File: src/arcade_pkg.sv
// Arcade I/O shared definitions: widths, joystick and key positions, scan codes, receiver states.
package arcade_pkg;

	// ~~~~~~~~~~~~~~~~~~~~
	// Joystick layout.
	localparam int JOY_BITS = 12; // Keyboard joystick vector.

	localparam int JOY_RIGHT = 0; // Board joystick bits.
	localparam int JOY_LEFT  = 1;
	localparam int JOY_DOWN  = 2;
	localparam int JOY_UP    = 3;
	localparam int JOY_START = 4;
	localparam int JOY_COIN  = 5;

	localparam int KB_P1_RIGHT = 0;
	localparam int KB_P1_LEFT  = 1;
	localparam int KB_P1_DOWN  = 2;
	localparam int KB_P1_UP    = 3;
	localparam int KB_START1   = 5;
	localparam int KB_START2   = 6;
	localparam int KB_COIN     = 7;
	localparam int KB_P2_RIGHT = 8;
	localparam int KB_P2_LEFT  = 9;
	localparam int KB_P2_DOWN  = 10;
	localparam int KB_P2_UP    = 11;

	// ~~~~~~~~~~~~~~~~~~~~
	// PS/2 set 2 scan codes.
	localparam logic [7:0] SC_RELEASE  = 8'hF0;
	localparam logic [7:0] SC_EXTENDED = 8'hE0;
	localparam logic [7:0] SC_UP       = 8'h75; // Arrows need the E0 prefix.
	localparam logic [7:0] SC_DOWN     = 8'h72;
	localparam logic [7:0] SC_LEFT     = 8'h6B;
	localparam logic [7:0] SC_RIGHT    = 8'h74;
	localparam logic [7:0] SC_W        = 8'h1D;
	localparam logic [7:0] SC_S        = 8'h1B;
	localparam logic [7:0] SC_A        = 8'h1C;
	localparam logic [7:0] SC_D        = 8'h23;
	localparam logic [7:0] SC_F1       = 8'h05;
	localparam logic [7:0] SC_F2       = 8'h06;
	localparam logic [7:0] SC_COIN     = 8'h2E; // Key "5".

	typedef enum logic [1:0] {PS2_IDLE, PS2_DATA, PS2_PARITY, PS2_STOP} ps2_state_e;

	// Active-low game inputs, coin1 in the top bit.
	typedef struct packed {
		logic coin1;
		logic coin2;
		logic start1;
		logic start2;
		logic up1;
		logic down1;
		logic left1;
		logic right1;
		logic up2;
		logic down2;
		logic left2;
		logic right2;
	} game_ctrl_t;

endpackage

File: src/kbd_event_if.sv
// Key event link from the PS/2 receiver to the key mapper.
`timescale 1ns/100ps

interface kbd_event_if;

	logic       valid;    // One cycle strobe, no back-pressure.
	logic [7:0] code;     // Final byte of the key sequence.
	logic       released; // F0 seen before code.
	logic       extended; // E0 seen before code.

	modport sender (
		output valid,
		output code,
		output released,
		output extended
	);

	modport receiver (
		input valid,
		input code,
		input released,
		input extended
	);

endinterface

File: src/ps2_receiver.sv
// PS/2 keyboard receiver: filters the clock, assembles frames and emits key events.
`timescale 1ns/100ps

module ps2_receiver import arcade_pkg::*; #(
	parameter int FILTER_LEN = 4
) (
	input  logic           clk_sys,
	input  logic           reset,
	input  logic           ps2_clk,
	input  logic           ps2_data,
	kbd_event_if.sender    ev,
	output logic           frame_error
);

	localparam int CNT_W = $clog2(FILTER_LEN + 1);

	logic [1:0]       clk_sync;
	logic [1:0]       data_sync;
	logic [CNT_W-1:0] filt_cnt;
	logic             clk_filt;
	logic             clk_prev;
	logic             fall;

	ps2_state_e       state;
	logic [2:0]       bit_cnt;
	logic [7:0]       shift_reg;
	logic             parity_bit;
	logic             stop_bit;
	logic             frame_done;
	logic             pend_rel;
	logic             pend_ext;
	logic             frame_ok;

	// ~~~~~~~~~~~~~~~~~~~~
	// Synchronizers and clock glitch filter.
	always_ff @(posedge clk_sys) begin
		if (reset) begin
			clk_sync  <= 2'b11;
			data_sync <= 2'b11;
			filt_cnt  <= '0;
			clk_filt  <= 1'b1;
			clk_prev  <= 1'b1;
		end else begin
			clk_sync  <= {clk_sync[0], ps2_clk};
			data_sync <= {data_sync[0], ps2_data};
			clk_prev  <= clk_filt;
			if (clk_sync[1] == clk_filt)
				filt_cnt <= '0;
			else if (filt_cnt == CNT_W'(FILTER_LEN - 1)) begin
				clk_filt <= clk_sync[1]; // Stable long enough.
				filt_cnt <= '0;
			end else
				filt_cnt <= filt_cnt + 1'b1;
		end
	end

	assign fall = clk_prev & ~clk_filt;

	// ~~~~~~~~~~~~~~~~~~~~
	// Frame shifter.
	always_ff @(posedge clk_sys) begin
		frame_done <= 1'b0;
		if (reset) begin
			state   <= PS2_IDLE;
			bit_cnt <= '0;
		end else if (fall) begin
			case (state)
				PS2_IDLE: if (!data_sync[1]) begin // Start bit.
					state   <= PS2_DATA;
					bit_cnt <= '0;
				end
				PS2_DATA: begin
					shift_reg <= {data_sync[1], shift_reg[7:1]}; // LSB first.
					bit_cnt   <= bit_cnt + 1'b1;
					if (bit_cnt == 3'd7)
						state <= PS2_PARITY;
				end
				PS2_PARITY: begin
					parity_bit <= data_sync[1];
					state      <= PS2_STOP;
				end
				PS2_STOP: begin
					stop_bit   <= data_sync[1];
					frame_done <= 1'b1;
					state      <= PS2_IDLE;
				end
				default: state <= PS2_IDLE;
			endcase
		end
	end

	assign frame_ok = (^{parity_bit, shift_reg}) & stop_bit; // Odd parity.

	// Prefix tracking and event output, one cycle after the frame completes.
	always_ff @(posedge clk_sys) begin
		if (reset) begin
			ev.valid    <= 1'b0;
			frame_error <= 1'b0;
			pend_rel    <= 1'b0;
			pend_ext    <= 1'b0;
		end else begin
			ev.valid    <= 1'b0;
			frame_error <= 1'b0;
			if (frame_done) begin
				if (!frame_ok) begin
					frame_error <= 1'b1;
					pend_rel    <= 1'b0;
					pend_ext    <= 1'b0;
				end else if (shift_reg == SC_RELEASE)
					pend_rel <= 1'b1;
				else if (shift_reg == SC_EXTENDED)
					pend_ext <= 1'b1;
				else begin
					ev.valid    <= 1'b1;
					ev.code     <= shift_reg;
					ev.released <= pend_rel;
					ev.extended <= pend_ext;
					pend_rel    <= 1'b0;
					pend_ext    <= 1'b0;
				end
			end
		end
	end

endmodule

File: src/key_mapper.sv
// Key mapper: keeps the pressed state of each mapped key as a keyboard joystick vector.
`timescale 1ns/100ps

module key_mapper import arcade_pkg::*; (
	input  logic                clk_sys,
	input  logic                reset,
	kbd_event_if.receiver       ev,
	output logic [JOY_BITS-1:0] kbjoy
);

	logic [JOY_BITS-1:0] hit; // One-hot bit for the current code.

	// ~~~~~~~~~~~~~~~~~~~~
	// Scan code lookup.
	always_comb begin
		hit = '0;
		case (ev.code)
			SC_UP: begin
				if (ev.extended)
					hit[KB_P1_UP] = 1'b1;
			end
			SC_DOWN: begin
				if (ev.extended)
					hit[KB_P1_DOWN] = 1'b1;
			end
			SC_LEFT: begin
				if (ev.extended)
					hit[KB_P1_LEFT] = 1'b1;
			end
			SC_RIGHT: begin
				if (ev.extended)
					hit[KB_P1_RIGHT] = 1'b1;
			end
			SC_W:    hit[KB_P2_UP]    = 1'b1;
			SC_S:    hit[KB_P2_DOWN]  = 1'b1;
			SC_A:    hit[KB_P2_LEFT]  = 1'b1;
			SC_D:    hit[KB_P2_RIGHT] = 1'b1;
			SC_F1:   hit[KB_START1]   = 1'b1;
			SC_F2:   hit[KB_START2]   = 1'b1;
			SC_COIN: hit[KB_COIN]     = 1'b1;
			default: hit = '0; // Unmapped keys.
		endcase
	end

	// ~~~~~~~~~~~~~~~~~~~~
	// Pressed state.
	always_ff @(posedge clk_sys) begin
		if (reset)
			kbjoy <= '0;
		else if (ev.valid) begin
			if (ev.released)
				kbjoy <= kbjoy & ~hit;
			else
				kbjoy <= kbjoy | hit;
		end
	end

endmodule

File: src/control_merge.sv
// Control merger: combines keyboard, joysticks and status into registered game controls.
`timescale 1ns/100ps

module control_merge import arcade_pkg::*; (
	input  logic                clk_sys,
	input  logic                reset,
	input  logic [JOY_BITS-1:0] kbjoy,
	input  logic [7:0]          joy0,
	input  logic [7:0]          joy1,
	input  logic [31:0]         status,
	input  logic [1:0]          buttons,
	input  logic                lamp1,
	input  logic                lamp2,
	output game_ctrl_t          game_ctrl,
	output logic                game_reset,
	output logic                self_test,
	output logic                led
);

	game_ctrl_t ctrl_next;

	// Inputs are active low on the game side.
	always_comb begin
		ctrl_next.coin1  = ~kbjoy[KB_COIN];
		ctrl_next.coin2  = ~kbjoy[KB_COIN];
		ctrl_next.start1 = ~(kbjoy[KB_START1] | joy0[JOY_START]);
		ctrl_next.start2 = ~(kbjoy[KB_START2] | joy1[JOY_START]);
		ctrl_next.up1    = ~(kbjoy[KB_P1_UP]    | joy0[JOY_UP]);
		ctrl_next.down1  = ~(kbjoy[KB_P1_DOWN]  | joy0[JOY_DOWN]);
		ctrl_next.left1  = ~(kbjoy[KB_P1_LEFT]  | joy0[JOY_LEFT]);
		ctrl_next.right1 = ~(kbjoy[KB_P1_RIGHT] | joy0[JOY_RIGHT]);
		ctrl_next.up2    = ~(kbjoy[KB_P2_UP]    | joy1[JOY_UP]);
		ctrl_next.down2  = ~(kbjoy[KB_P2_DOWN]  | joy1[JOY_DOWN]);
		ctrl_next.left2  = ~(kbjoy[KB_P2_LEFT]  | joy1[JOY_LEFT]);
		ctrl_next.right2 = ~(kbjoy[KB_P2_RIGHT] | joy1[JOY_RIGHT]);
	end

	// ~~~~~~~~~~~~~~~~~~~~
	always_ff @(posedge clk_sys) begin
		if (reset) begin
			game_ctrl  <= '1; // All released.
			game_reset <= 1'b1;
			self_test  <= 1'b0;
			led        <= 1'b1;
		end else begin
			game_ctrl  <= ctrl_next;
			game_reset <= status[0] | status[6] | buttons[1]; // Menu reset or button.
			self_test  <= status[1];
			led        <= ~(lamp1 | lamp2);
		end
	end

endmodule

File: src/sigma_delta_dac.sv
// First-order delta-sigma DAC for the game audio sample.
`timescale 1ns/100ps

module sigma_delta_dac #(
	parameter int AUDIO_BITS = 7
) (
	input  logic                  clk_sys,
	input  logic                  reset,
	input  logic [AUDIO_BITS-1:0] audio,
	output logic                  dac_out
);

	logic [AUDIO_BITS:0] acc; // Top bit is the carry.

	// ~~~~~~~~~~~~~~~~~~~~
	// The carry leaves as the pulse and is dropped before the next sum.
	always_ff @(posedge clk_sys) begin
		if (reset) begin
			acc     <= '0;
			dac_out <= 1'b0;
		end else begin
			acc     <= {1'b0, acc[AUDIO_BITS-1:0]} + {1'b0, audio};
			dac_out <= acc[AUDIO_BITS];
		end
	end

endmodule

File: src/mono_video_out.sv
// Monochrome video stage: widens one-bit video to RGB with blanking and aligned syncs.
`timescale 1ns/100ps

module mono_video_out (
	input  logic       clk_sys,
	input  logic       reset,
	input  logic       video,
	input  logic       hs,
	input  logic       vs,
	input  logic       hb,
	input  logic       vb,
	output logic [5:0] vga_r,
	output logic [5:0] vga_g,
	output logic [5:0] vga_b,
	output logic       vga_hs,
	output logic       vga_vs
);

	logic [5:0] pixel;

	assign pixel = (hb | vb) ? 6'h00 : {6{video}}; // Black while blanking.

	// ~~~~~~~~~~~~~~~~~~~~
	always_ff @(posedge clk_sys) begin
		if (reset) begin
			vga_r  <= '0;
			vga_g  <= '0;
			vga_b  <= '0;
			vga_hs <= 1'b0;
			vga_vs <= 1'b0;
		end else begin
			vga_r  <= pixel;
			vga_g  <= pixel;
			vga_b  <= pixel;
			vga_hs <= hs; // Same stage as the colour.
			vga_vs <= vs;
		end
	end

endmodule

File: src/arcade_io_top.sv
// Arcade I/O top level: keyboard and joystick controls, audio DAC and video output stage.
`timescale 1ns/100ps

module arcade_io_top import arcade_pkg::*; #(
	parameter int AUDIO_BITS = 7,
	parameter int FILTER_LEN = 4
) (
	input  logic                  clk_sys,
	input  logic                  reset,
	input  logic                  ps2_clk,
	input  logic                  ps2_data,
	input  logic [7:0]            joy0,
	input  logic [7:0]            joy1,
	input  logic [31:0]           status,
	input  logic [1:0]            buttons,
	input  logic                  lamp1,
	input  logic                  lamp2,
	input  logic [AUDIO_BITS-1:0] audio,
	input  logic                  video,
	input  logic                  hs,
	input  logic                  vs,
	input  logic                  hb,
	input  logic                  vb,
	output logic [11:0]           game_ctrl,
	output logic                  game_reset,
	output logic                  self_test,
	output logic                  led,
	output logic                  kbd_error,
	output logic                  audio_l,
	output logic                  audio_r,
	output logic [5:0]            vga_r,
	output logic [5:0]            vga_g,
	output logic [5:0]            vga_b,
	output logic                  vga_hs,
	output logic                  vga_vs
);

	kbd_event_if         kbd_ev ();
	logic [JOY_BITS-1:0] kbjoy;
	game_ctrl_t          ctrl;
	logic                dac_out;

	// ~~~~~~~~~~~~~~~~~~~~
	// Input side.
	ps2_receiver #(.FILTER_LEN(FILTER_LEN)) ps2_rx (
		.clk_sys     (clk_sys),
		.reset       (reset),
		.ps2_clk     (ps2_clk),
		.ps2_data    (ps2_data),
		.ev          (kbd_ev.sender),
		.frame_error (kbd_error)
	);

	key_mapper keymap (
		.clk_sys (clk_sys),
		.reset   (reset),
		.ev      (kbd_ev.receiver),
		.kbjoy   (kbjoy)
	);

	control_merge ctrl_merge (
		.clk_sys    (clk_sys),
		.reset      (reset),
		.kbjoy      (kbjoy),
		.joy0       (joy0),
		.joy1       (joy1),
		.status     (status),
		.buttons    (buttons),
		.lamp1      (lamp1),
		.lamp2      (lamp2),
		.game_ctrl  (ctrl),
		.game_reset (game_reset),
		.self_test  (self_test),
		.led        (led)
	);

	assign game_ctrl = ctrl;

	// ~~~~~~~~~~~~~~~~~~~~
	// Output side.
	sigma_delta_dac #(.AUDIO_BITS(AUDIO_BITS)) dac (
		.clk_sys (clk_sys),
		.reset   (reset),
		.audio   (audio),
		.dac_out (dac_out)
	);

	assign audio_l = dac_out; // Mono game, same stream on both channels.
	assign audio_r = dac_out;

	mono_video_out vid_out (
		.clk_sys (clk_sys),
		.reset   (reset),
		.video   (video),
		.hs      (hs),
		.vs      (vs),
		.hb      (hb),
		.vb      (vb),
		.vga_r   (vga_r),
		.vga_g   (vga_g),
		.vga_b   (vga_b),
		.vga_hs  (vga_hs),
		.vga_vs  (vga_vs)
	);

endmodule

File: config.mk
export PLATFORM = sky130hd
export DESIGN_NAME = arcade_io_top
export DESIGN_NICKNAME = d
export VERILOG_FILES = /design/src/arcade_pkg.sv /design/src/kbd_event_if.sv /design/src/ps2_receiver.sv /design/src/key_mapper.sv /design/src/control_merge.sv /design/src/sigma_delta_dac.sv /design/src/mono_video_out.sv /design/src/arcade_io_top.sv
export SDC_FILE = /design/constraint.sdc
export NUM_CORES = 1
export LEC_CHECK = 0
export BUFFER_PORTS_ARGS = -buffer_cell sky130_fd_sc_hd__buf_2
export CORE_MARGIN = 5
export CORE_UTILIZATION = 45
export CTS_CLUSTER_DIAMETER = 200
export DETAILED_ROUTE_END_ITERATION = 8
export PLACE_DENSITY = 0.72
export SYNTH_ARGS = -nofsm -noshare
export SYNTH_HDL_FRONTEND = slang
export SYNTH_SLANG_ARGS = --single-unit
File: constraint.sdc
create_clock -name clk_sys -period 4.1 [get_ports clk_sys]
set_input_delay 0.82 -clock clk_sys [delete_from_list [all_inputs] [get_ports clk_sys]]
set_output_delay 0.82 -clock clk_sys [all_outputs]
set_load 0.01 [all_outputs]
After elaboration in Yosys (flattened, before gate mapping):

Cells that the tools add are included.

* shifts and indexed selects: 0
* $add $sub $neg: 3
* reductions and logical operators: 17
* multiplexer cells: 27
* multipliers: 0
* magnitude comparators: 0
* eq/ne operators: 23
* bitwise operators: 39
* div/mod/pow operators: 0

Operators with widths (count)
* equality test 8 x 7 -> 1 bit, second input constant: 4
* equality test 8 x 5 -> 1 bit, second input constant: 3
* 2-to-1 mux 1 bit: 21
* NOT 1 bit: 20
* equality test 8 x 3 -> 1 bit, second input constant: 2
* equality test 8 x 6 -> 1 bit, second input constant: 2
* equality test 8 bit, second input constant: 2
* AND reduction 3 bit: 5
* OR 1 bit: 14
* bitwise AND 12 bit: 1
* 2-to-1 mux 12 bit: 1
* NOT 12 bit: 1
* OR 12 bit: 1
* parity 9 bit: 1
* adder 7 x 7 -> 8 bit: 1
* case mux 2 bit (4 select lines): 1
* adder 3 x 1 -> 3 bit, second input constant: 2
* case mux 3 bit (2 select lines): 1
* AND reduction 2 bit: 3
* OR reduction 2 bit: 3
* AND reduction 5 bit: 1
* equality test 2 bit, second input constant: 2
* 2-to-1 mux 2 bit: 2
* inequality test 2 bit, second input constant: 2
* 12 further kinds: 13

* word-level logic and storage cells: 147
* latch bits: 0
* memory bits (read-only): 0
* bits in registers: 77
* bits in writable memories: 0
* memories: 0
* bits of input ports: 68
* output and inout port bits: 38

Longest topological paths before layout:

* depth after elaboration: 5
* gate-level depth with buffers: 8

Hierarchy:

Synthesis repeated with hierarchy kept, for this count alone.

* cells, all modules: 279
* area, all modules: 3253.1 um^2

Modules (own cells, without submodules)
* ps2_receiver: cells an instance 116, instances 1, area an instance 1542.7 um^2
* key_mapper: cells an instance 57, instances 1, area an instance 583.1 um^2
* sigma_delta_dac: cells an instance 52, instances 1, area an instance 510.5 um^2
* control_merge: cells an instance 30, instances 1, area an instance 394.1 um^2
* mono_video_out: cells an instance 23, instances 1, area an instance 215.2 um^2
* arcade_io_top: cells an instance 1, instances 1, area an instance 7.5 um^2

Least setup slack after synthesis:

OpenSTA, ideal clock, no wires.

* path kind: register to register
* from: reg ps2_rx.shift_reg[5]
* to: reg ps2_rx.ev.code[0], enable pin
* arrival: 2146 ps
* setup slack: 1564 ps
* cell stages (with the launch flop): 6
* library setup time: 390 ps
* cells stage by stage: edfxtp_1 -> ha_1 -> xnor3_1 -> xnor2_1 -> nand2_1 -> nor3_1

* longest elaborated chain between the ends: 3
* elaborated cells on any way between the ends: 7

Ends and longest elaborated chain
* start: declaration: line ps2_receiver.sv:26 `logic [7:0] shift_reg;`
* start signal: assignment: line ps2_receiver.sv:73 `shift_reg <= {data_sync[1], shift_reg[7:1]};`
* parity 9 bit (tied with other cells): line ps2_receiver.sv:92 `assign frame_ok = (^{parity_bit, shift_reg}) & stop_bit;`
* bitwise AND 1 bit or NOT 1 bit (tied branches)
* AND reduction 5 bit (no source line) (*)
* end signal: assignment: line ps2_receiver.sv:115 `ev.code <= shift_reg;`
* end: declaration: line kbd_event_if.sv:13 `output code,`

Mark *: on every way between the ends. The rest lies on a longest branch, timed or not.
A chain may end at the register's enable or synchronous reset.

Final worst setup path:

* from: reg ps2_rx.shift_reg[5]
* to: reg ps2_rx.ev.code[1], enable pin

Same word-level chain as after synthesis.

==> impl_metrics.ini <==
[setup_path]
rr_worst_depth = 5
path_buf_inv = 0
cp.depth = 5
crit_fanout = 10
cpLargestDelayFamily = simple AND/OR/NAND/NOR gates
cpMaxStageDelayCell = nor3_1
cp.arrival_ns = 2.83
crit_path_max_incr_delay_ns = 0.98
crit_chain = ha_1, xnor3_1, xnor2_1, nand2_1, nor3_1
timing.critical_path.from_type = flip-flop
end_kind = flip-flop
required_ns = 4.06
path_class = flip-flop to flip-flop

[hold_path]
hold_class = flip-flop to flip-flop
whs_path_depth = 1

[yosys]
synth-edff-count = 20
synth-async-reset-ratio_pct = 0
ys_seq_elements = 76
synth_nets = 384
ys_seq_area_share_pct = 53.52
synthFlopType = dfxtp_1
syn_inst = 294
yosysWarnings = 0
netlist-cell-type-count = 50
netlist_area_um2 = 3217
avgSynthCellArea_um2 = 10.94

[timing]
fin_crit_sh_pct = 70.12
setup-violations-final = 0
max_freq_mhz = 347.8
period_minus_slack_ns = 2.875
hold_viol_final = 0
grt_setup_unrepaired = false
slew_viol_final = 0
setup_slack_ns = 1.225
tightest_slew_ns = 1.218
finClkSkew_ns = 0.004520
max_slew_margin_pct = 18.19
fin_tns_setup_ns = 0

[power]
power_switching_share_pct = 23.32
switchingPower_uw = 343.2
ir_drop_mv = 0.2585
seqPwrFrac_pct = 54.8
clockPowerShare_pct = 34.4
power_density_nw_per_um2 = 399.3
power.internal_uw = 1129
combPwrFrac_pct = 10.8
leakage_uw = 0.001627

[global_routing]
top_usage_layer = met2
grt_pass1_vias = 2048
grt_pass1_wl_mm = 8.873
use_met1_pct = 13.95
track_usage_pct = 12.84
grt_max_degree = 58
gr-usage-met2_pct = 22.28
grt-ovfl-total = 0
grt_use_met3_pct = 5.737
antenna_found_initial = 0

[placed_design]
pre_cts_slack_ns = 1.035
hpwlAfterDp_mm = 3.950
gp_congestion = 0.8127
io_buffers = 69

[clock_tree]
ctsHoldBuffers = 0
cts_made_buffers = 9
clkTransAtPathRegs_ns = 0.07
cts_buffer_depth = 2
postCtsSetupBuffers = 0
cts-resized-gates = 0
worstSkewPairLatency_ns = 0.34
cts-root-buf = clkbuf_8
cts.sinks = 76
cts_max_level = 3
cts_tree = yes

[final_layout]
utilization_pct = 53.66
final_layout_size_suffix_gt1_share_pct = 26.70
syn_to_final_growth_pct = 14.59
nets = 438
diodes = 0

[die]
design.die.area_um2 = 8940
rows = 30
dieWidth_um = 94.55
die_h_um = 94.55
initial_utilization_pct = 46.83
core_area_um2 = 6869
io_pins = 106

[drt]
post-route-drc-count = 0
drtIter0Drc = 77
ant_nets = 0
wl_per_cell_um = 11.85
routed_wirelength_mm = 5.310
drt_pass1_iterations = 4
vias_per_cell = 4.786
vias = 2144

[run_status]
run_status = completed

[run]
maxCapViolCount = 0
-- kinds of logic (layout without fill, tap and decap cells) --
logic type / after synthesis / in the layout / synth area share, %
adders and majority gates: 22 / 22 / 8.790
DFF: 76 / 76 / 53.52
buffers and inverters: 46 / 104 / 7.701
xor gates and xnor gates: 5 / 5 / 1.789
muxes: 5 / 5 / 1.556
AOI/OAI and AO/OA: 45 / 45 / 10.07
and+or+nand+nor: 95 / 95 / 16.57
-- stage by stage --
step                instances  total power (µW)  hold WS [ns]  area, µm²
floorplan                 294             942.6        0.3669       3217
global placement          433             975.7        0.3755       3510
detailed placement        433             983.8        0.3742       3510
CTS                       448              1498        0.3921       3686
global route              448              1554        0.4184       3686
finish                    448              1472        0.3891       3686
-- cell type report --
cell class              count  area (µm²)
fillers                   637        3183
flip-flops and latches     76        1722
multi-input cells         172        1247
repair buffers             69       345.3
clock buffers              12       156.4
well taps                  96       120.1
inverters                  20       75.07
clock inverters             3       20.02
-- power groups by stage --
| stage | Sequential (µW) | Clock [µW] | Combinational (µW) |
|---|---|---|---|
| 6_report | 807 | 507 | 159 |
| 5_1_grt | 810 | 562 | 182 |
| 4_1_cts | 807 | 529 | 162 |
| 3_5_place_dp | 824 | 0 | 160 |
| 3_3_place_gp | 822 | 0 | 153 |
| 2_1_floorplan | 827 | 0 | 115 |
-- per-layer routing --
layer | up-vias | wire, µm
met1 | 972 | 2171
met4 | 0 | 66
met5 | - | 0
li1 | 1110 | -
met3 | 9 | 420
met2 | 53 | 2652
-- synth_stat cells, types with 5 or more instances --
master    count  share of area, %
inv_1        20               2.3
buf_4        19               4.4
edfxtp_1     20                19
nand2_1       7              0.82
a21oi_1       5              0.78
or2_2         5              0.97
o21bai_1     11               2.6
and3_1        7               1.4
nand2b_1      5              0.97
ha_1         21               8.2
nor2b_1       6               1.2
mux2i_1       5               1.6
nor2_1       28               3.3
nor3_1        9               1.4
dfxtp_1      56                35
a211oi_1      7               1.6
o21ai_0       8               1.2
-- cell usage in the layout, fill, tap and decap left out, drive strengths merged, types with 5 or more instances in the layout --
cell	count
a211oi	8
a21oi	5
and3	7
buf	69
clkbuf	12
dfxtp	56
edfxtp	20
ha	21
inv	22
mux2i	5
nand2	7
nand2b	5
nor2	29
nor2b	7
nor3	9
o21ai	11
o21bai	11
or2	5
-- final timing paths --
check	start	end	slack [ns]
setup / recovery	ps2_rx.shift_reg[5]	ps2_rx.ev.code[1]	1.22
hold / removal	flip-flop	ctrl_merge.game_ctrl[11]	0.39
setup reg to reg	ps2_rx.shift_reg[5]	ps2_rx.ev.code[1]	1.22
hold reg to reg	flip-flop	ctrl_merge.game_ctrl[11]	0.39
(Power assumes the default switching activity.)
